<file path="src/rtl/ahbPkg.sv">
// AHB-Lite bus definitions

package ahbPkg;

  ////////////////////////////////////////
  // Bus widths
  ////////////////////////////////////////

  // Address and data widths of the single-master bus
  localparam int addrWidth = 32;
  localparam int dataWidth = 32;

  // Every transfer is a full word, so the low address bits only select bytes
  localparam int wordOffsetBits = 2;

  typedef logic [addrWidth-1:0] addrT;
  typedef logic [dataWidth-1:0] dataT;

  ////////////////////////////////////////
  // Transfer types and responses
  ////////////////////////////////////////

  // HTRANS encodings as defined by the AHB-Lite protocol
  typedef enum logic [1:0] {
    htransIdle   = 2'b00,
    htransBusy   = 2'b01,
    htransNonseq = 2'b10,
    htransSeq    = 2'b11
  } htransT;

  // HRESP is a single bit on AHB-Lite
  localparam logic hrespOkay  = 1'b0;
  localparam logic hrespError = 1'b1;

endpackage

</file>
<file path="src/rtl/memMapPkg.sv">
// Memory map of the subsystem

package memMapPkg;

  ////////////////////////////////////////
  // Data-phase owners
  ////////////////////////////////////////

  // Index of the slave that owns the current data phase
  // The default slave also covers IDLE and BUSY transfers
  typedef enum logic [1:0] {
    slvMainRam    = 2'b00,
    slvScratchRam = 2'b01,
    slvDefault    = 2'b10
  } slaveIdxT;

  ////////////////////////////////////////
  // Regions
  ////////////////////////////////////////

  // Main RAM sits at the bottom of the address space
  localparam ahbPkg::addrT mainRamBase = 32'h0000_0000;
  localparam ahbPkg::addrT mainRamSize = 32'h0000_1000;

  // Scratch RAM is a small region at 256 MiB
  localparam ahbPkg::addrT scratchRamBase = 32'h1000_0000;
  localparam ahbPkg::addrT scratchRamSize = 32'h0000_0400;

  // Both bases are aligned to their sizes and both sizes are powers of two
  // The decoder relies on this to compare only the upper address bits

  ////////////////////////////////////////
  // RAM depths
  ////////////////////////////////////////

  // Depth in 32-bit words, derived from the region sizes
  localparam int mainRamWords    = int'(mainRamSize >> ahbPkg::wordOffsetBits);
  localparam int scratchRamWords = int'(scratchRamSize >> ahbPkg::wordOffsetBits);

endpackage

</file>
<file path="src/rtl/ahbAddrDecode.sv">
// AHB-Lite address decoder

`timescale 1ns/1ps

module ahbAddrDecode (
  input  ahbPkg::addrT         haddr,
  input  ahbPkg::htransT       htrans,
  output logic                 selMainRam,
  output logic                 selScratchRam,
  output logic                 selDefault,
  output memMapPkg::slaveIdxT  addrSlave
);

  logic hitMain;
  logic hitScratch;
  logic transActive;

  // True when addr falls inside an aligned power-of-two region
  function automatic logic inRegion(ahbPkg::addrT addr, ahbPkg::addrT base,
                                    ahbPkg::addrT size);
    return (addr & ~(size - ahbPkg::addrT'(1))) == base;
  endfunction

  ////////////////////////////////////////
  // Region compare
  ////////////////////////////////////////

  assign hitMain    = inRegion(haddr, memMapPkg::mainRamBase, memMapPkg::mainRamSize);
  assign hitScratch = inRegion(haddr, memMapPkg::scratchRamBase, memMapPkg::scratchRamSize);

  // Only NONSEQ and SEQ carry a real transfer
  assign transActive = (htrans == ahbPkg::htransNonseq) || (htrans == ahbPkg::htransSeq);

  // Selects follow the address alone, so exactly one is high in every cycle
  // Each slave qualifies its select with htrans itself
  always_comb begin
    selMainRam    = 1'b0;
    selScratchRam = 1'b0;
    selDefault    = 1'b0;
    if (hitMain) begin
      selMainRam = 1'b1;
    end else if (hitScratch) begin
      selScratchRam = 1'b1;
    end else begin
      selDefault = 1'b1;
    end
  end

  // Index for the response multiplexer
  // IDLE and BUSY are answered by the default slave with OKAY and no wait
  always_comb begin
    if (!transActive) begin
      addrSlave = memMapPkg::slvDefault;
    end else if (hitMain) begin
      addrSlave = memMapPkg::slvMainRam;
    end else if (hitScratch) begin
      addrSlave = memMapPkg::slvScratchRam;
    end else begin
      addrSlave = memMapPkg::slvDefault;
    end
  end

endmodule

</file>
<file path="config.mk">
export PLATFORM = sky130hd
export DESIGN_NAME = ahbAddrDecode
export DESIGN_NICKNAME = d
export VERILOG_FILES = /design/src/rtl/ahbPkg.sv /design/src/rtl/memMapPkg.sv /design/src/rtl/ahbAddrDecode.sv
export SDC_FILE = /design/constraint.sdc
export NUM_CORES = 1
export LEC_CHECK = 0
export ABC_CLOCK_PERIOD_IN_PS = 1000
export BUFFER_PORTS_ARGS = -buffer_cell sky130_fd_sc_hd__buf_2
export CAP_MARGIN = 20
export CORE_AREA = 2 2 39 41
export DETAILED_ROUTE_END_ITERATION = 6
export DIE_AREA = 0 0 41 43
export MAX_ROUTING_LAYER = met4
export RECOVER_POWER = 100
export SLEW_MARGIN = 40
export SYNTH_ARGS = -nofsm -noshare
export SYNTH_HDL_FRONTEND = slang
export SYNTH_SLANG_ARGS = --single-unit
</file>
<file path="constraint.sdc">
create_clock -name vclk -period 1
set_input_delay 0.2 -clock vclk [all_inputs]
set_output_delay 0.2 -clock vclk [all_outputs]
set_load 0.005 [all_outputs]
</file>
==> reports/results.ini <==
[timing]
period_minus_slack_ps = 1290
grt_setup_unrepaired = yes
relSlewSlack_pct = 80.9
finalWorstSetupSlack_ps = -286
timing.hold.ws_ps = 678
setup_violations = 5
hold_viol_final = 0
layout_worst_path_cycle_share_pct = 129
tightestPinTransition_ps = 285
drv_slew = 0
fmax_mhz = 778

[worst_setup_path]
start_kind = input pin
critPathMaxFanout = 3
worstPathArrival_ps = 1090
setup.worst_path.start = haddr[25]
critical_path.max_stage_delay_ps = 270
path_class = input pin to output pin
required_ps = 800
cp-end-kind = output pin
crit_chain = buf_6, nor4_4, nand4_1, nor3b_2, buf_2
crit_path_top_delay_cell = nor4_4

[place]
gp_congestion = 0.591
dp_slack_ps = -357
dp.cells = 61
dpl-instance-area_sq_um = 313
hpwlAfterDp_microns = 516
io_buffers = 28

[grt]
grt_max_degree = 5
grt_pass1_vias = 242
antenna_found_initial = 0
grt.total_usage_pct = 6.76
grt_first_pass_wirelength_microns = 855
grt-ovfl-total = 0

[final_layout]
drive_above_1_share_pct = 77.8
n_clock_buffer = 0
fill_cells = 162
multiInputGateArea_sq_um = 166
fin_area_sq_um = 370
antenna_cells = 0
seq_area_sq_um = 0
seq_cells = 0
final_nets = 81
finalNonFillerCells = 61
syn2layout_area_growth_pct = 225

[drt]
drtIter0Drc = 0
routedWlPerCell_microns = 9.57
ant_nets = 0
wl_met1_microns = 235
vias = 251
via_per_inst = 4.11
totalWireLength_microns = 584
drc = 0
first_pass_iters = 1
wl_met3_microns = 94
highest_layer = met3
met2_length_microns = 254

[synth]
syn-instance-count = 17
synth.most_common_cell = nor2_1
synthSimpleGateAreaFrac_pct = 95.6
yosys.area.top_type = nor4_2
synth_area_per_cell_sq_um = 6.70
syn_nets = 51
synth_compound_area_share_pct = 4.40
synth.area.mux_share_pct = 0
synth_top_area_share_pct = 22.0
synth-xor-area-share_pct = 0
synth_fa_ha_area_share_pct = 0
yosys-top-cells-count = nor2_1 (3), nand3_1 (2), nand4_1 (2), nor4_1 (2), nor4_2 (2)
synth_top_family_by_area = simple AND/OR/NAND/NOR gates
yosys_warnings = 0
syn-cell-area_sq_um = 114
yosysUniqueCellTypes = 11
yosys-top-cells-area = nor4_2 (22%), nand4_1 (11%), nor3b_2 (11%), nor4_1 (11%), nor2_1 (9.9%)
synth_seq_area_share_pct = 0

[pwr]
vdd_drop_max_v = 0.0000805
leakage_nw = 0.150
cellPowerDensity_nw_per_um2 = 267

[run_status]
failed_checks = negative setup slack
outcome = complete, but fails checks

[floorplan]
die_h_microns = 43
coreArea_sq_um = 1380
fp-row-count = 14
die_width_microns = 41
start_util_pct = 8.23
fp.dieArea_sq_um = 1760
io_pins = 39

[flow_run]
drv_cap = 0

[worst_hold_path]
min_path_cells = 3
hp-start = htrans[1]
hp-class = input pin to output pin
min_to = addrSlave[1]

[clocking]
cts_hold_buf = 0

==> layout by cell type (no fill, tap or decap), drive strengths merged <==
cell type and count:
buf 28, nor4 4, nor2 3, nand4 2
nand3 2, nor3 1, nor3b 1, and4 1
o21ai 1, and2 1, nand2 1
==> where the power goes <==
group | internal, mW | total (mW) | leakage (nW) | switching (mW)
logic | 0.0597 | 0.0990 | 0.150 | 0.0393
registers | 0 | 0 | 0 | 0
clock network | 0 | 0 | 0 | 0
total | 0.0597 | 0.0990 | 0.150 | 0.0393
==> timing repair <==
item | CTS | global route
setup buffers | 0 | 0
resized for setup | 6 | 3
setup endpoints to repair | 5 | 5
pin swaps | 10 | 3
==> worst max-delay path: cells and delay by family <==
kind                   cells  cell delay, ps
AND/OR/NAND/NOR            3             670
buffers and inverters      2             230
==> routing by layer <==
| layer | GRT usage (%) | vias to the layer above |
|---|---|---|
| met5 | - | - |
| met4 | 0 | 0 |
| met3 | 0 | 0 |
| met2 | 12.5 | 22 |
| met1 | 8.23 | 103 |
| li1 | - | 126 |
==> worst max path at each step <==
| stage | endpoint | slack, ps | depth (start not counted) |
|---|---|---|---|
| floorplan | selMainRam | -40 | 3 |
| global placement | selMainRam | -340 | 5 |
| detailed placement | selMainRam | -360 | 5 |
| CTS | selMainRam | -310 | 5 |
| global route | selMainRam | -420 | 5 |
| finish | selMainRam | -290 | 5 |
==> through the flow <==
| step | TNS, ps | total power, mW | util [%] |
|---|---|---|---|
| 6_report | -1190 | 0.0990 | 26.8 |
| 5_1_grt | -1580 | 0.108 | 26.8 |
| 4_1_cts | -1260 | 0.0942 | 25.5 |
| 3_5_place_dp | -1590 | 0.0768 | 22.6 |
| 3_3_place_gp | -1410 | 0.0753 | 22.6 |
| 2_1_floorplan | -37.3 | 0.0137 | - |
==> final cells by class <==
class / count / share of cell area [%]
timing repair buffer: 28 / 49.7
multi-input combinational: 17 / 44.9
tap: 16 / 5.41
==> cells by family after synthesis <==
family / Yosys count
AO/OA/AOI/OAI: 1
AND/OR/NAND/NOR: 16
Power figures use the tool's default switching activity.
