**src/rtl/ahbPkg.sv**
```systemverilog
// AHB-Lite bus definitions

package ahbPkg;

  ////////////////////////////////////////
  // Bus widths
  ////////////////////////////////////////

  // Address and data widths of the single-master bus
  localparam int addrWidth = 32;
  localparam int dataWidth = 32;

  // Every transfer is a full word, so the low address bits only select bytes
  localparam int wordOffsetBits = 2;

  typedef logic [addrWidth-1:0] addrT;
  typedef logic [dataWidth-1:0] dataT;

  ////////////////////////////////////////
  // Transfer types and responses
  ////////////////////////////////////////

  // HTRANS encodings as defined by the AHB-Lite protocol
  typedef enum logic [1:0] {
    htransIdle   = 2'b00,
    htransBusy   = 2'b01,
    htransNonseq = 2'b10,
    htransSeq    = 2'b11
  } htransT;

  // HRESP is a single bit on AHB-Lite
  localparam logic hrespOkay  = 1'b0;
  localparam logic hrespError = 1'b1;

endpackage

```
**src/rtl/memMapPkg.sv**
```systemverilog
// Memory map of the subsystem

package memMapPkg;

  ////////////////////////////////////////
  // Data-phase owners
  ////////////////////////////////////////

  // Index of the slave that owns the current data phase
  // The default slave also covers IDLE and BUSY transfers
  typedef enum logic [1:0] {
    slvMainRam    = 2'b00,
    slvScratchRam = 2'b01,
    slvDefault    = 2'b10
  } slaveIdxT;

  ////////////////////////////////////////
  // Regions
  ////////////////////////////////////////

  // Main RAM sits at the bottom of the address space
  localparam ahbPkg::addrT mainRamBase = 32'h0000_0000;
  localparam ahbPkg::addrT mainRamSize = 32'h0000_1000;

  // Scratch RAM is a small region at 256 MiB
  localparam ahbPkg::addrT scratchRamBase = 32'h1000_0000;
  localparam ahbPkg::addrT scratchRamSize = 32'h0000_0400;

  // Both bases are aligned to their sizes and both sizes are powers of two
  // The decoder relies on this to compare only the upper address bits

  ////////////////////////////////////////
  // RAM depths
  ////////////////////////////////////////

  // Depth in 32-bit words, derived from the region sizes
  localparam int mainRamWords    = int'(mainRamSize >> ahbPkg::wordOffsetBits);
  localparam int scratchRamWords = int'(scratchRamSize >> ahbPkg::wordOffsetBits);

endpackage

```
**src/rtl/ahbResponseMux.sv**
```systemverilog
// AHB-Lite response multiplexer

`timescale 1ns/1ps

module ahbResponseMux (
  input  logic                clk,
  input  logic                rstN,
  input  logic                hready,
  input  memMapPkg::slaveIdxT addrSlave,
  input  ahbPkg::dataT        readDataMain,
  input  logic                readyOutMain,
  input  logic                respMain,
  input  ahbPkg::dataT        readDataScratch,
  input  logic                readyOutScratch,
  input  logic                respScratch,
  input  ahbPkg::dataT        readDataDefault,
  input  logic                readyOutDefault,
  input  logic                respDefault,
  output ahbPkg::dataT        hrdata,
  output logic                hreadyOut,
  output logic                hrespOut
);

  // Slave that owns the current data phase
  memMapPkg::slaveIdxT dataSlaveQ;

  ////////////////////////////////////////
  // Data-phase owner
  ////////////////////////////////////////

  // Moves on only when an address phase is accepted
  // Out of reset the default slave owns the bus and answers OKAY
  always_ff @(posedge clk) begin
    if (!rstN) begin
      dataSlaveQ <= memMapPkg::slvDefault;
    end else if (hready) begin
      dataSlaveQ <= addrSlave;
    end
  end

  ////////////////////////////////////////
  // Result steering
  ////////////////////////////////////////

  always_comb begin
    case (dataSlaveQ)
      memMapPkg::slvMainRam: begin
        hrdata    = readDataMain;
        hreadyOut = readyOutMain;
        hrespOut  = respMain;
      end
      memMapPkg::slvScratchRam: begin
        hrdata    = readDataScratch;
        hreadyOut = readyOutScratch;
        hrespOut  = respScratch;
      end
      // slvDefault and the unused encoding
      default: begin
        hrdata    = readDataDefault;
        hreadyOut = readyOutDefault;
        hrespOut  = respDefault;
      end
    endcase
  end

endmodule

```
**config.mk**
```make
export PLATFORM = sky130hd
export DESIGN_NAME = ahbResponseMux
export DESIGN_NICKNAME = d
export VERILOG_FILES = /design/src/rtl/ahbPkg.sv /design/src/rtl/memMapPkg.sv /design/src/rtl/ahbResponseMux.sv
export SDC_FILE = /design/constraint.sdc
export NUM_CORES = 1
export LEC_CHECK = 0
export ABC_AREA = 1
export BUFFER_PORTS_ARGS = -buffer_cell sky130_fd_sc_hd__buf_2
export CORE_ASPECT_RATIO = 0.5
export CORE_MARGIN = 2
export CORE_UTILIZATION = 27
export DETAILED_ROUTE_END_ITERATION = 16
export MAX_ROUTING_LAYER = met4
export PLACE_DENSITY = 0.81
export SKIP_LAST_GASP = 1
export SLEW_MARGIN = 20
export SYNTH_ARGS = -nofsm -noshare
export SYNTH_HDL_FRONTEND = slang
export SYNTH_SLANG_ARGS = --single-unit
```
**constraint.sdc**
```tcl
create_clock -name clk -period 1.3 [get_ports clk]
set_input_delay 0.39 -clock clk [delete_from_list [all_inputs] [get_ports clk]]
set_output_delay 0.39 -clock clk [all_outputs]
set_load 0.05 [all_outputs]
```
==> results of run 1 <==
==> what timing repair did <==
action                     in CTS
setup endpoints to repair      34
resized for setup              96
cloned                          1
==> synth_stat cells (all sizes together) <==
cell type / instances
nand3: 69
inv: 2
nand2: 70
dfxtp: 2
buf: 14
o21ai: 1
nor2: 3
==> cell families after synthesis <==
logic type / after synthesis / synth area share, %
AOI/OAI and AO/OA: 1 / 0.6167
DFF: 2 / 4.938
buffers and inverters: 16 / 16.05
and+or+nand+nor: 142 / 78.40
==> through the flow <==
| step | hold slack (ps) | setup TNS (ps) | worst slack [ps] |
|---|---|---|---|
| after global placement | 593.9 | -8205 | -272.0 |
| after CTS | 384.3 | -11900 | -378.0 |
| after floorplan | 474.1 | -966.0 | -75.52 |
| after detailed placement | 595.2 | -8734 | -324.6 |
==> results by group, run 1 <==
Clocking
  • Number of sinks on the clock net: 2
  • Number of CTS-inserted buffers: 3
  • Setup bufs post-CTS: 0
  • Number of buffers inserted by hold repair at cts: 0
  • Clk buf depth: 2
  • Clock tree root driver cell: clkbuf_8
  • Number of levels in the clock H-tree: 1

Synthesis
  • Count of different cell masters after synthesis: 10
  • Synth Cell Area: 810.8 sq um
  • FF+latch count, synth: 2
  • Post-synthesis average cell area: 5.036 sq um
  • Part of the Yosys area used for sequential elements: 4.938%
  • Cell count after synthesis: 161
  • Synthesized net count: 268
  • Leading area contributor after synthesis: nand3_1
  • Cell types with the largest area share after synthesis: nand3_1 (43%), nand2_1 (32%), buf_6 (11%)
  • Area share of the largest cell type after synthesis: 42.59%
  • Number of warnings printed during yosys synthesis: 0

Global routing
  • Initial antenna violation count: 0
  • Pin count of the biggest net entering global routing: 25

Placed design
  • HPWL after detailed placement: 3416 um
  • DP Area: 2021 sq um
  • Final RePlAce weighted congestion: 0.7644
  • # placed instances: 335
  • Count of buffers from port buffering: 140

STA
  • Type of pin the worst path ends at: primary output
  • Worst Endpoint after GRT Repair: hrdata[20]

Floorplanning
  • Starting density of the core: 29.85%
  • Number of rows created at floorplan: 13
  • Die width: 81.50 um
  • Ports placed on the boundary: 141
  • Die height: 42.75 um

Status
  • Tool Error: [ERROR DPL-0033] detailed placement checks failed during check placement.
  • Status: aborted with a tool error
  • Last step reached: 5_1_grt
==> inputs of run 2 (changes only) <==
--- a/config.mk
+++ b/config.mk
@@ -7,12 +7,10 @@
 export LEC_CHECK = 0
 export ABC_AREA = 1
 export BUFFER_PORTS_ARGS = -buffer_cell sky130_fd_sc_hd__buf_2
-export CORE_ASPECT_RATIO = 0.5
-export CORE_MARGIN = 2
-export CORE_UTILIZATION = 27
+export CORE_AREA = 2 2 63 65
 export DETAILED_ROUTE_END_ITERATION = 16
-export MAX_ROUTING_LAYER = met4
-export PLACE_DENSITY = 0.81
+export DIE_AREA = 0 0 65 67
+export PLACE_DENSITY_LB_ADDON = 0.15
 export SKIP_LAST_GASP = 1
 export SLEW_MARGIN = 20
 export SYNTH_ARGS = -nofsm -noshare
==> run 2 against run 1 <==
The flow now finishes, with violations (negative setup slack). Synthesized area is the same. Synthesized cell count unchanged.
==> results by group, run 2 <==
Status
  • Status: finished with violations
  • Failing checks: negative setup slack

Placed design
  • Setup slack at placement: -303.4 ps (+21.20 ps)
  • DP Area: 2062 sq um (+2.0%)
  • Final RePlAce weighted congestion: 0.7011 (-8.3%)
  • Count of buffers from port buffering: 140 (unchanged)
  • HPWL after detailed placement: 3350 um (-1.9%)
  • # placed instances: 348 (+3.9%)

STA
  • Largest clock skew in the final design: 0 ps
  • Worst max-slew margin expressed relative to the limit: 89.23%
  • Min Hold Slack: 384.3 ps
  • Final min period: 1679 ps
  • Transition time of the tightest slew-check pin: 161.6 ps
  • Min setup slack post-route: -379.5 ps
  • Final count of negative-setup-slack endpoints: 34
  • Count of final hold-check violations: 0
  • Maximum operating frequency: 595.4 MHz
  • Number of max-slew violations in the final report: 0
  • Unrepaired setup endpoints after global routing: yes
  • Ratio of final minimum period to clock period: 129.2%

Final layout
  • Post-layout nets: 412
  • Layout overhead on the synthesized area: 204.6%
  • Top Registers: dataSlaveQ: 2 flops
  • Max FFs per register: 2
  • Area of all placed cells without fillers: 2470 sq um
  • Antenna diode count: 0
  • Leading cell type in the layout, fill and taps excluded: buf_2
  • Largest Register: dataSlaveQ
  • Post-route non-filler standard cell count: 351
  • Commonest cells after routing, fill and taps aside: buf_2 (106), nand2_1 (62), nand3_4 (29)
  • Ratio of cells with drive above 1 in the final layout: 71.95%

Critical path
  • Count of cell instances traversed by the critical path: 6
  • Count of buffering cells on the critical path with inverters included: 3
  • Sort of element at the start of the critical path: register
  • Source of the worst register-to-register timing path: dataSlaveQ[0]
  • Slowest stage delay, CP: 320 ps
  • Crit Path Category: register to output port
  • Required time worst endpoint: 910 ps
  • Family of cells with the greatest summed delay on the critical path: buffers and inverters
  • Cell Chain, Critical Path: buf_12, nor2_8, buf_12, nand2_1, nand3_4, buf_6
  • Cell type of the slowest stage on the worst timing path: dfxtp_2
  • Critical register-to-register path endpoint: dataSlaveQ[0]
  • Capturing element type of the critical path: output port
  • CP Launch Point: dataSlaveQ[1]
  • Data arrival time of the critical path: 1290 ps
  • Critical Path Fanout Max: 15
  • Number of cells on the worst reg-to-reg path: 3
  • Most Frequent Cell on Critical Path: buf_12
  • Worst setup path endpoint: hrdata[14]
  • Flop2flop setup slack: 410 ps

Synthesis
  • Area share of the largest cell type after synthesis: 42.59% (unchanged)
  • Count of different cell masters after synthesis: 10 (unchanged)
  • Post-synthesis average cell area: 5.036 sq um (unchanged)
  • Post-synth EDFFs: 0 (unchanged)
  • Most instantiated flip-flop cell in the synthesis netlist: dfxtp_1
  • Ys async rst share: 0% (unchanged)
  • Cell count after synthesis: 161 (unchanged)
  • Part of the Yosys area used for sequential elements: 4.938% (unchanged)
  • Cell types with the largest area share after synthesis: nand3_1 (43%), nand2_1 (32%), buf_6 (11%)
  • Most numerous cell in the Yosys netlist: nand2_1
  • Leading area contributor after synthesis: nand3_1
  • Synth Cell Area: 810.8 sq um (unchanged)
  • Synthesized net count: 268 (unchanged)
  • Number of warnings printed during yosys synthesis: 0 (unchanged)
  • FF+latch count, synth: 2 (unchanged)
  • Most frequent cells after synthesis: nand2_1 (70), nand3_1 (69), buf_6 (8), buf_2 (6)

Global routing
  • Total congestion overflow: 0
  • First-pass GRT wire length: 7010 um
  • Global Route Usage Sum: 19.98%
  • Pin count of the biggest net entering global routing: 25
  • Initial antenna violation count: 0
  • Number of global-route vias before repair: 1695

Floorplanning
  • Core Box Area: 3606 sq um
  • Die height: 67 um (+57%)
  • Die width: 65 um (-20%)
  • Ports placed on the boundary: 141 (unchanged)
  • Number of rows created at floorplan: 22 (+9)
  • Starting density of the core: 22.48% (-7.4 points)
  • Die outline area: 4355 sq um

Routing
  • Drt first-iter violations: 48
  • Routed length per placed instance: 12.48 um
  • Routed via count: 1663
  • Total Wirelength: 4381 um
  • Remaining DRCs: 0
  • Iteration count of the initial detailed-routing pass: 4
  • Detailed-route vias per instance: 4.738
  • Number of nets still failing antenna checks after routing: 0

Power
  • Worst IR Drop VDD: 0.5509 mV
  • Ratio of total power to cell area: 674.5 nW/um^2
  • Static leakage: 0.001310 uW

Clocking
  • Clock insertion delay at the later pin of the skew report: 210 ps
  • Clock transition at the register clock pins on the worst setup and hold paths after CTS: 30 ps
  • Clk buf depth: 2 (unchanged)
  • Setup bufs post-CTS: 0 (unchanged)
  • Number of levels in the clock H-tree: 1 (unchanged)
  • Number of sinks on the clock net: 2 (unchanged)
  • Number of CTS-inserted buffers: 3 (unchanged)
  • Clock tree root driver cell: clkbuf_8
  • Clock tree from TritonCTS: yes

Hold path
  • Class of the tightest hold or removal check: input port to register

Flow run
  • Number of maximum-capacitance violations: 0
==> run 2: cell counts after synthesis <==
Identical to the previous run, type by type.
==> run 2: cell families (layout without fill, tap and decap cells) <==
group	Yosys count	count (layout)	synth area share, %
AND/OR/NAND/NOR	142	142	78.40
buffers and inverters	16	158	16.05
flip-flops	2	2	4.938
AO/OA/AOI/OAI	1	1	0.6167
==> run 2: worst reg2reg max path: stages, from the launching register on <==
cell and delay [ps]:
dfxtp_2 400, buf_12 210, o21ai_0 100, nor2_1 110
==> run 2: how the worst min path moves through the flow <==
| stage | slack, ps | startpoint | to | cells after the start |
|---|---|---|---|---|
| after floorplan | 470 | rstN | dataSlaveQ[1] | 1 |
| after global placement | 600 | rstN | dataSlaveQ[1] | 2 |
| after detailed placement | 590 | rstN | dataSlaveQ[1] | 2 |
| after CTS | 380 | rstN | dataSlaveQ[1] | 2 |
| after global routing | 410 | rstN | dataSlaveQ[1] | 2 |
| final | 380 | rstN | dataSlaveQ[1] | 2 |
==> run 2: cell type report <==
cell class / instances / area [sq um]
Multi-Input combinational cell: 143 / 1159
Timing Repair Buffer: 153 / 1157
Fill cell: 332 / 1136
Tap cell: 48 / 60.06
Sequential cell: 2 / 42.54
Clock buffer: 3 / 41.29
Inverter: 2 / 10.01
==> run 2: stage by stage <==
stage	setup TNS, ps	total power (uW)	util (%)
3_5_place_dp	-8659	1192	57.18
4_1_cts	-11700	1657	67.25
6_report	-11420	1666	68.49
2_1_floorplan	-966.0	855.0	-
5_1_grt	-13110	1752	68.49
3_3_place_gp	-8454	1184	57.18
==> run 2: power breakdown <==
| part | switching (uW) | internal [uW] |
|---|---|---|
| Clock | 46.8 | 196 |
| Combinational | 767 | 582 |
| Sequential | 7.39 | 67.3 |
| Total | 821 | 845 |
==> run 2: per-layer routing <==
layer,part of all wire [%],track usage [%],vias to the layer above
met5,0,0,-
met4,0.87,4.521,0
met3,9.2,4.223,4
met2,55,41.24,83
met1,35,20.06,751
li1,-,-,825
==> run 2: what timing repair did <==
action                     4_1_cts  5_1_grt
resized for setup               95       10
setup endpoints to repair       34       34
cloned                           0        0
hold buffers                     0        0
Note: power is estimated with default switching activity, not from simulation.
==> inputs of run 3 (changes only) <==
==> constraint.sdc (replaced) <==
create_clock -name clk -period 1.3 [get_ports clk]
set_input_delay 0.13 -clock clk [delete_from_list [all_inputs] [get_ports clk]]
set_output_delay 0.13 -clock clk [all_outputs]
set_load 0.05 [all_outputs]
==> run 3 against run 2 <==
The flow still finishes with violations (negative setup slack). Core utilization fell by 1.7 points. Global-route usage fell by 0.42 points. Routed wire length up 14%. Critical path type unchanged. Largest cell class is now buffers. Highest routed layer unchanged.
==> results by group, run 3 (synthesized netlist as in run 2, its figures left out) <==
Final layout
  • Layout overhead on the synthesized area: 197.2%
  • Ratio of cells with drive above 1 in the final layout: 74.19% (+2.2 points)
  • Max FFs per register: 2 (unchanged)
  • Top Registers: dataSlaveQ: 2 flops
  • Commonest cells after routing, fill and taps aside: buf_2 (106), nand2_1 (41), nand3_1 (35)
  • Post-layout nets: 419 (+1.7%)
  • Largest Register: dataSlaveQ
  • Antenna diode count: 0 (unchanged)
  • Filler Cells Inserted: 316 (-4.8%)
  • Post-route non-filler standard cell count: 358 (+2.0%)
  • Leading cell type in the layout, fill and taps excluded: buf_2

Hold path
  • Class of the tightest hold or removal check: input port to register
  • End point of the worst hold path: dataSlaveQ[1]
  • Start point of the worst hold path: rstN
  • Number of cells on the worst hold path: 2 (unchanged)

STA
  • Final count of negative-setup-slack endpoints: 34 (unchanged)
  • Post-Route Setup TNS: -3553 ps (+7864 ps)
  • Unrepaired setup endpoints after global routing: yes
  • Final min period: 1441 ps (-238.5 ps)
  • Ratio of final minimum period to clock period: 110.8% (-18 points)
  • Min Hold Slack: 123.5 ps (-260.9 ps)
  • Largest clock skew in the final design: 0 ps (unchanged)
  • Number of max-slew violations in the final report: 0 (unchanged)
  • Count of final hold-check violations: 0 (unchanged)
  • Worst max-slew margin expressed relative to the limit: 86.50% (-2.7 points)
  • Transition time of the tightest slew-check pin: 202.4 ps (+40.87 ps)
  • Maximum operating frequency: 694.0 MHz (+17%)
  • Min setup slack post-route: -141.0 ps (+238.5 ps)

Critical path
  • Required time worst endpoint: 1170 ps (+260 ps)
  • Sort of element at the start of the critical path: register
  • Number of cells on the worst reg-to-reg path: 3 (unchanged)
  • Count of buffering cells on the critical path with inverters included: 3 (unchanged)
  • Cell type of the slowest stage on the worst timing path: dfxtp_2
  • Data arrival time of the critical path: 1310 ps (+20 ps)
  • Cell Chain, Critical Path: buf_12, nor2_8, clkbuf_16, nand2_2, nand3_2, buf_8
  • Family of cells with the greatest summed delay on the critical path: buffers and inverters
  • Capturing element type of the critical path: output port
  • Critical Path Fanout Max: 6 (-9)
  • Critical register-to-register path endpoint: dataSlaveQ[0]
  • Flop2flop setup slack: 420 ps (about the same)
  • CP Launch Point: dataSlaveQ[0]
  • Crit Path Category: register to output port
  • Slowest stage delay, CP: 320 ps (about the same)
  • Source of the worst register-to-register timing path: dataSlaveQ[0]

Flow run
  • Number of maximum-capacitance violations: 0 (unchanged)

Clocking
  • Clk buf depth: 2 (unchanged)
  • Number of sinks on the clock net: 2 (unchanged)
  • Clock transition at the register clock pins on the worst setup and hold paths after CTS: 30 ps (about the same)
  • Clock tree from TritonCTS: yes
  • Clock tree root driver cell: clkbuf_8
  • Number of levels in the clock H-tree: 1 (unchanged)
  • Clock insertion delay at the later pin of the skew report: 210 ps (about the same)
  • Number of CTS-inserted buffers: 3 (unchanged)

Placed design
  • HPWL after detailed placement: 3118 um (-6.9%)
  • # placed instances: 347 (-0.29%)
  • Final RePlAce weighted congestion: 0.7114 (+1.5%)
  • Count of buffers from port buffering: 140 (unchanged)

Global routing
  • Initial antenna violation count: 0 (unchanged)
  • Total congestion overflow: 0 (unchanged)
  • Number of global-route vias before repair: 1636 (-3.5%)
  • Global Route Usage Sum: 19.56% (-0.42 points)
  • First-pass GRT wire length: 6762 um (-3.5%)
  • Pin count of the biggest net entering global routing: 23 (-8.0%)

Floorplanning
  • Die height: 67 um (unchanged)
  • Die width: 65 um (unchanged)
  • Die outline area: 4355 sq um (unchanged)
  • Core Box Area: 3606 sq um (unchanged)
  • Ports placed on the boundary: 141 (unchanged)
  • Number of rows created at floorplan: 22 (unchanged)
  • Starting density of the core: 22.48% (unchanged)

Power
  • Worst IR Drop VDD: 0.4230 mV (-23%)
  • Overall power consumption: 1682 uW (+0.97%)
  • Ratio of total power to cell area: 698.0 nW/um^2 (+3.5%)
  • Static leakage: 0.001355 uW (+3.4%)

Status
  • Status: finished with violations
  • Failing checks: negative setup slack

Routing
  • Drt first-iter violations: 61 (+27%)
  • Total Wirelength: 5010 um (+14%)
  • Routed via count: 1719 (+3.4%)
  • Iteration count of the initial detailed-routing pass: 4 (unchanged)
  • Detailed-route vias per instance: 4.802 (+1.3%)
  • Remaining DRCs: 0 (unchanged)
  • Number of nets still failing antenna checks after routing: 0 (unchanged)
  • Routed length per placed instance: 13.99 um (+12%)
[run 3: cell count changes in the layout (fill, tap and decap cells not counted), moves of 2 or more]
cell | before | now
nand2_2 | 2 | 24
clkbuf_16 | 0 | 2
nand3_4 | 29 | 2
nand2_1 | 62 | 41
nand3_2 | 21 | 32
buf_8 | 18 | 30
nand3_1 | 19 | 35
buf_6 | 17 | 11
[run 3: report_power, final]
group	total [uW]	leakage [uW]	switching, uW	internal [uW]
registers	79.0	0.0000171	12.4	66.6
clock network	238	0.0000216	42.3	195
logic	1370	0.00132	758	608
[run 3: per-layer routing]
layer	vias to the layer above	share of wire (%)	global-route usage, %
li1	839	-	-
met2	93	55	37.76
met5	-	0	0
met4	0	1.3	6.915
met1	779	35	20.98
met3	8	8.6	3.716
[run 3: worst reg2reg max path: stages (launching register included)]
cell     delay, ps
dfxtp_2        320
buf_4          200
o21ai_0        180
nor2_1          60
[run 3: worst max-delay path by stage]
stage                       endpoint  depth (start not counted)
after global placement    hrdata[29]                          6
after global routing       hrdata[3]                          5
after CTS                   hrespOut                          6
final                      hrdata[3]                          6
after floorplan            hrdata[0]                          5
after detailed placement  hrdata[23]                          6
[run 3: what timing repair did]
item / 4_1_cts / 5_1_grt
setup endpoints to repair: 34 / 34
buffers inserted: 3 / 0
gates cloned: 3 / 3
hold buffers: 0 / 0
pin swaps: 2 / 2
resized for setup: 94 / 88
[run 3: stage by stage]
stage	cell area (sq um)	util [%]	worst slack (ps)
global placement	1617	44.83	29.30
detailed placement	1617	44.83	25.78
global route	2410	66.83	-184.5
floorplan	810.8	-	65.10
CTS	2018	55.97	-104.7
finish	2410	66.83	-141.0
[run 3: area by class of cell]
cell class	instances	area, sq um	area share [%]
well taps	48	60.06	2.492
repair buffers	160	1320	54.78
flip-flops and latches	2	45.04	1.869
multi-input cells	143	923.4	38.32
clock buffers	3	41.29	1.713
inverters	2	20.02	0.8307
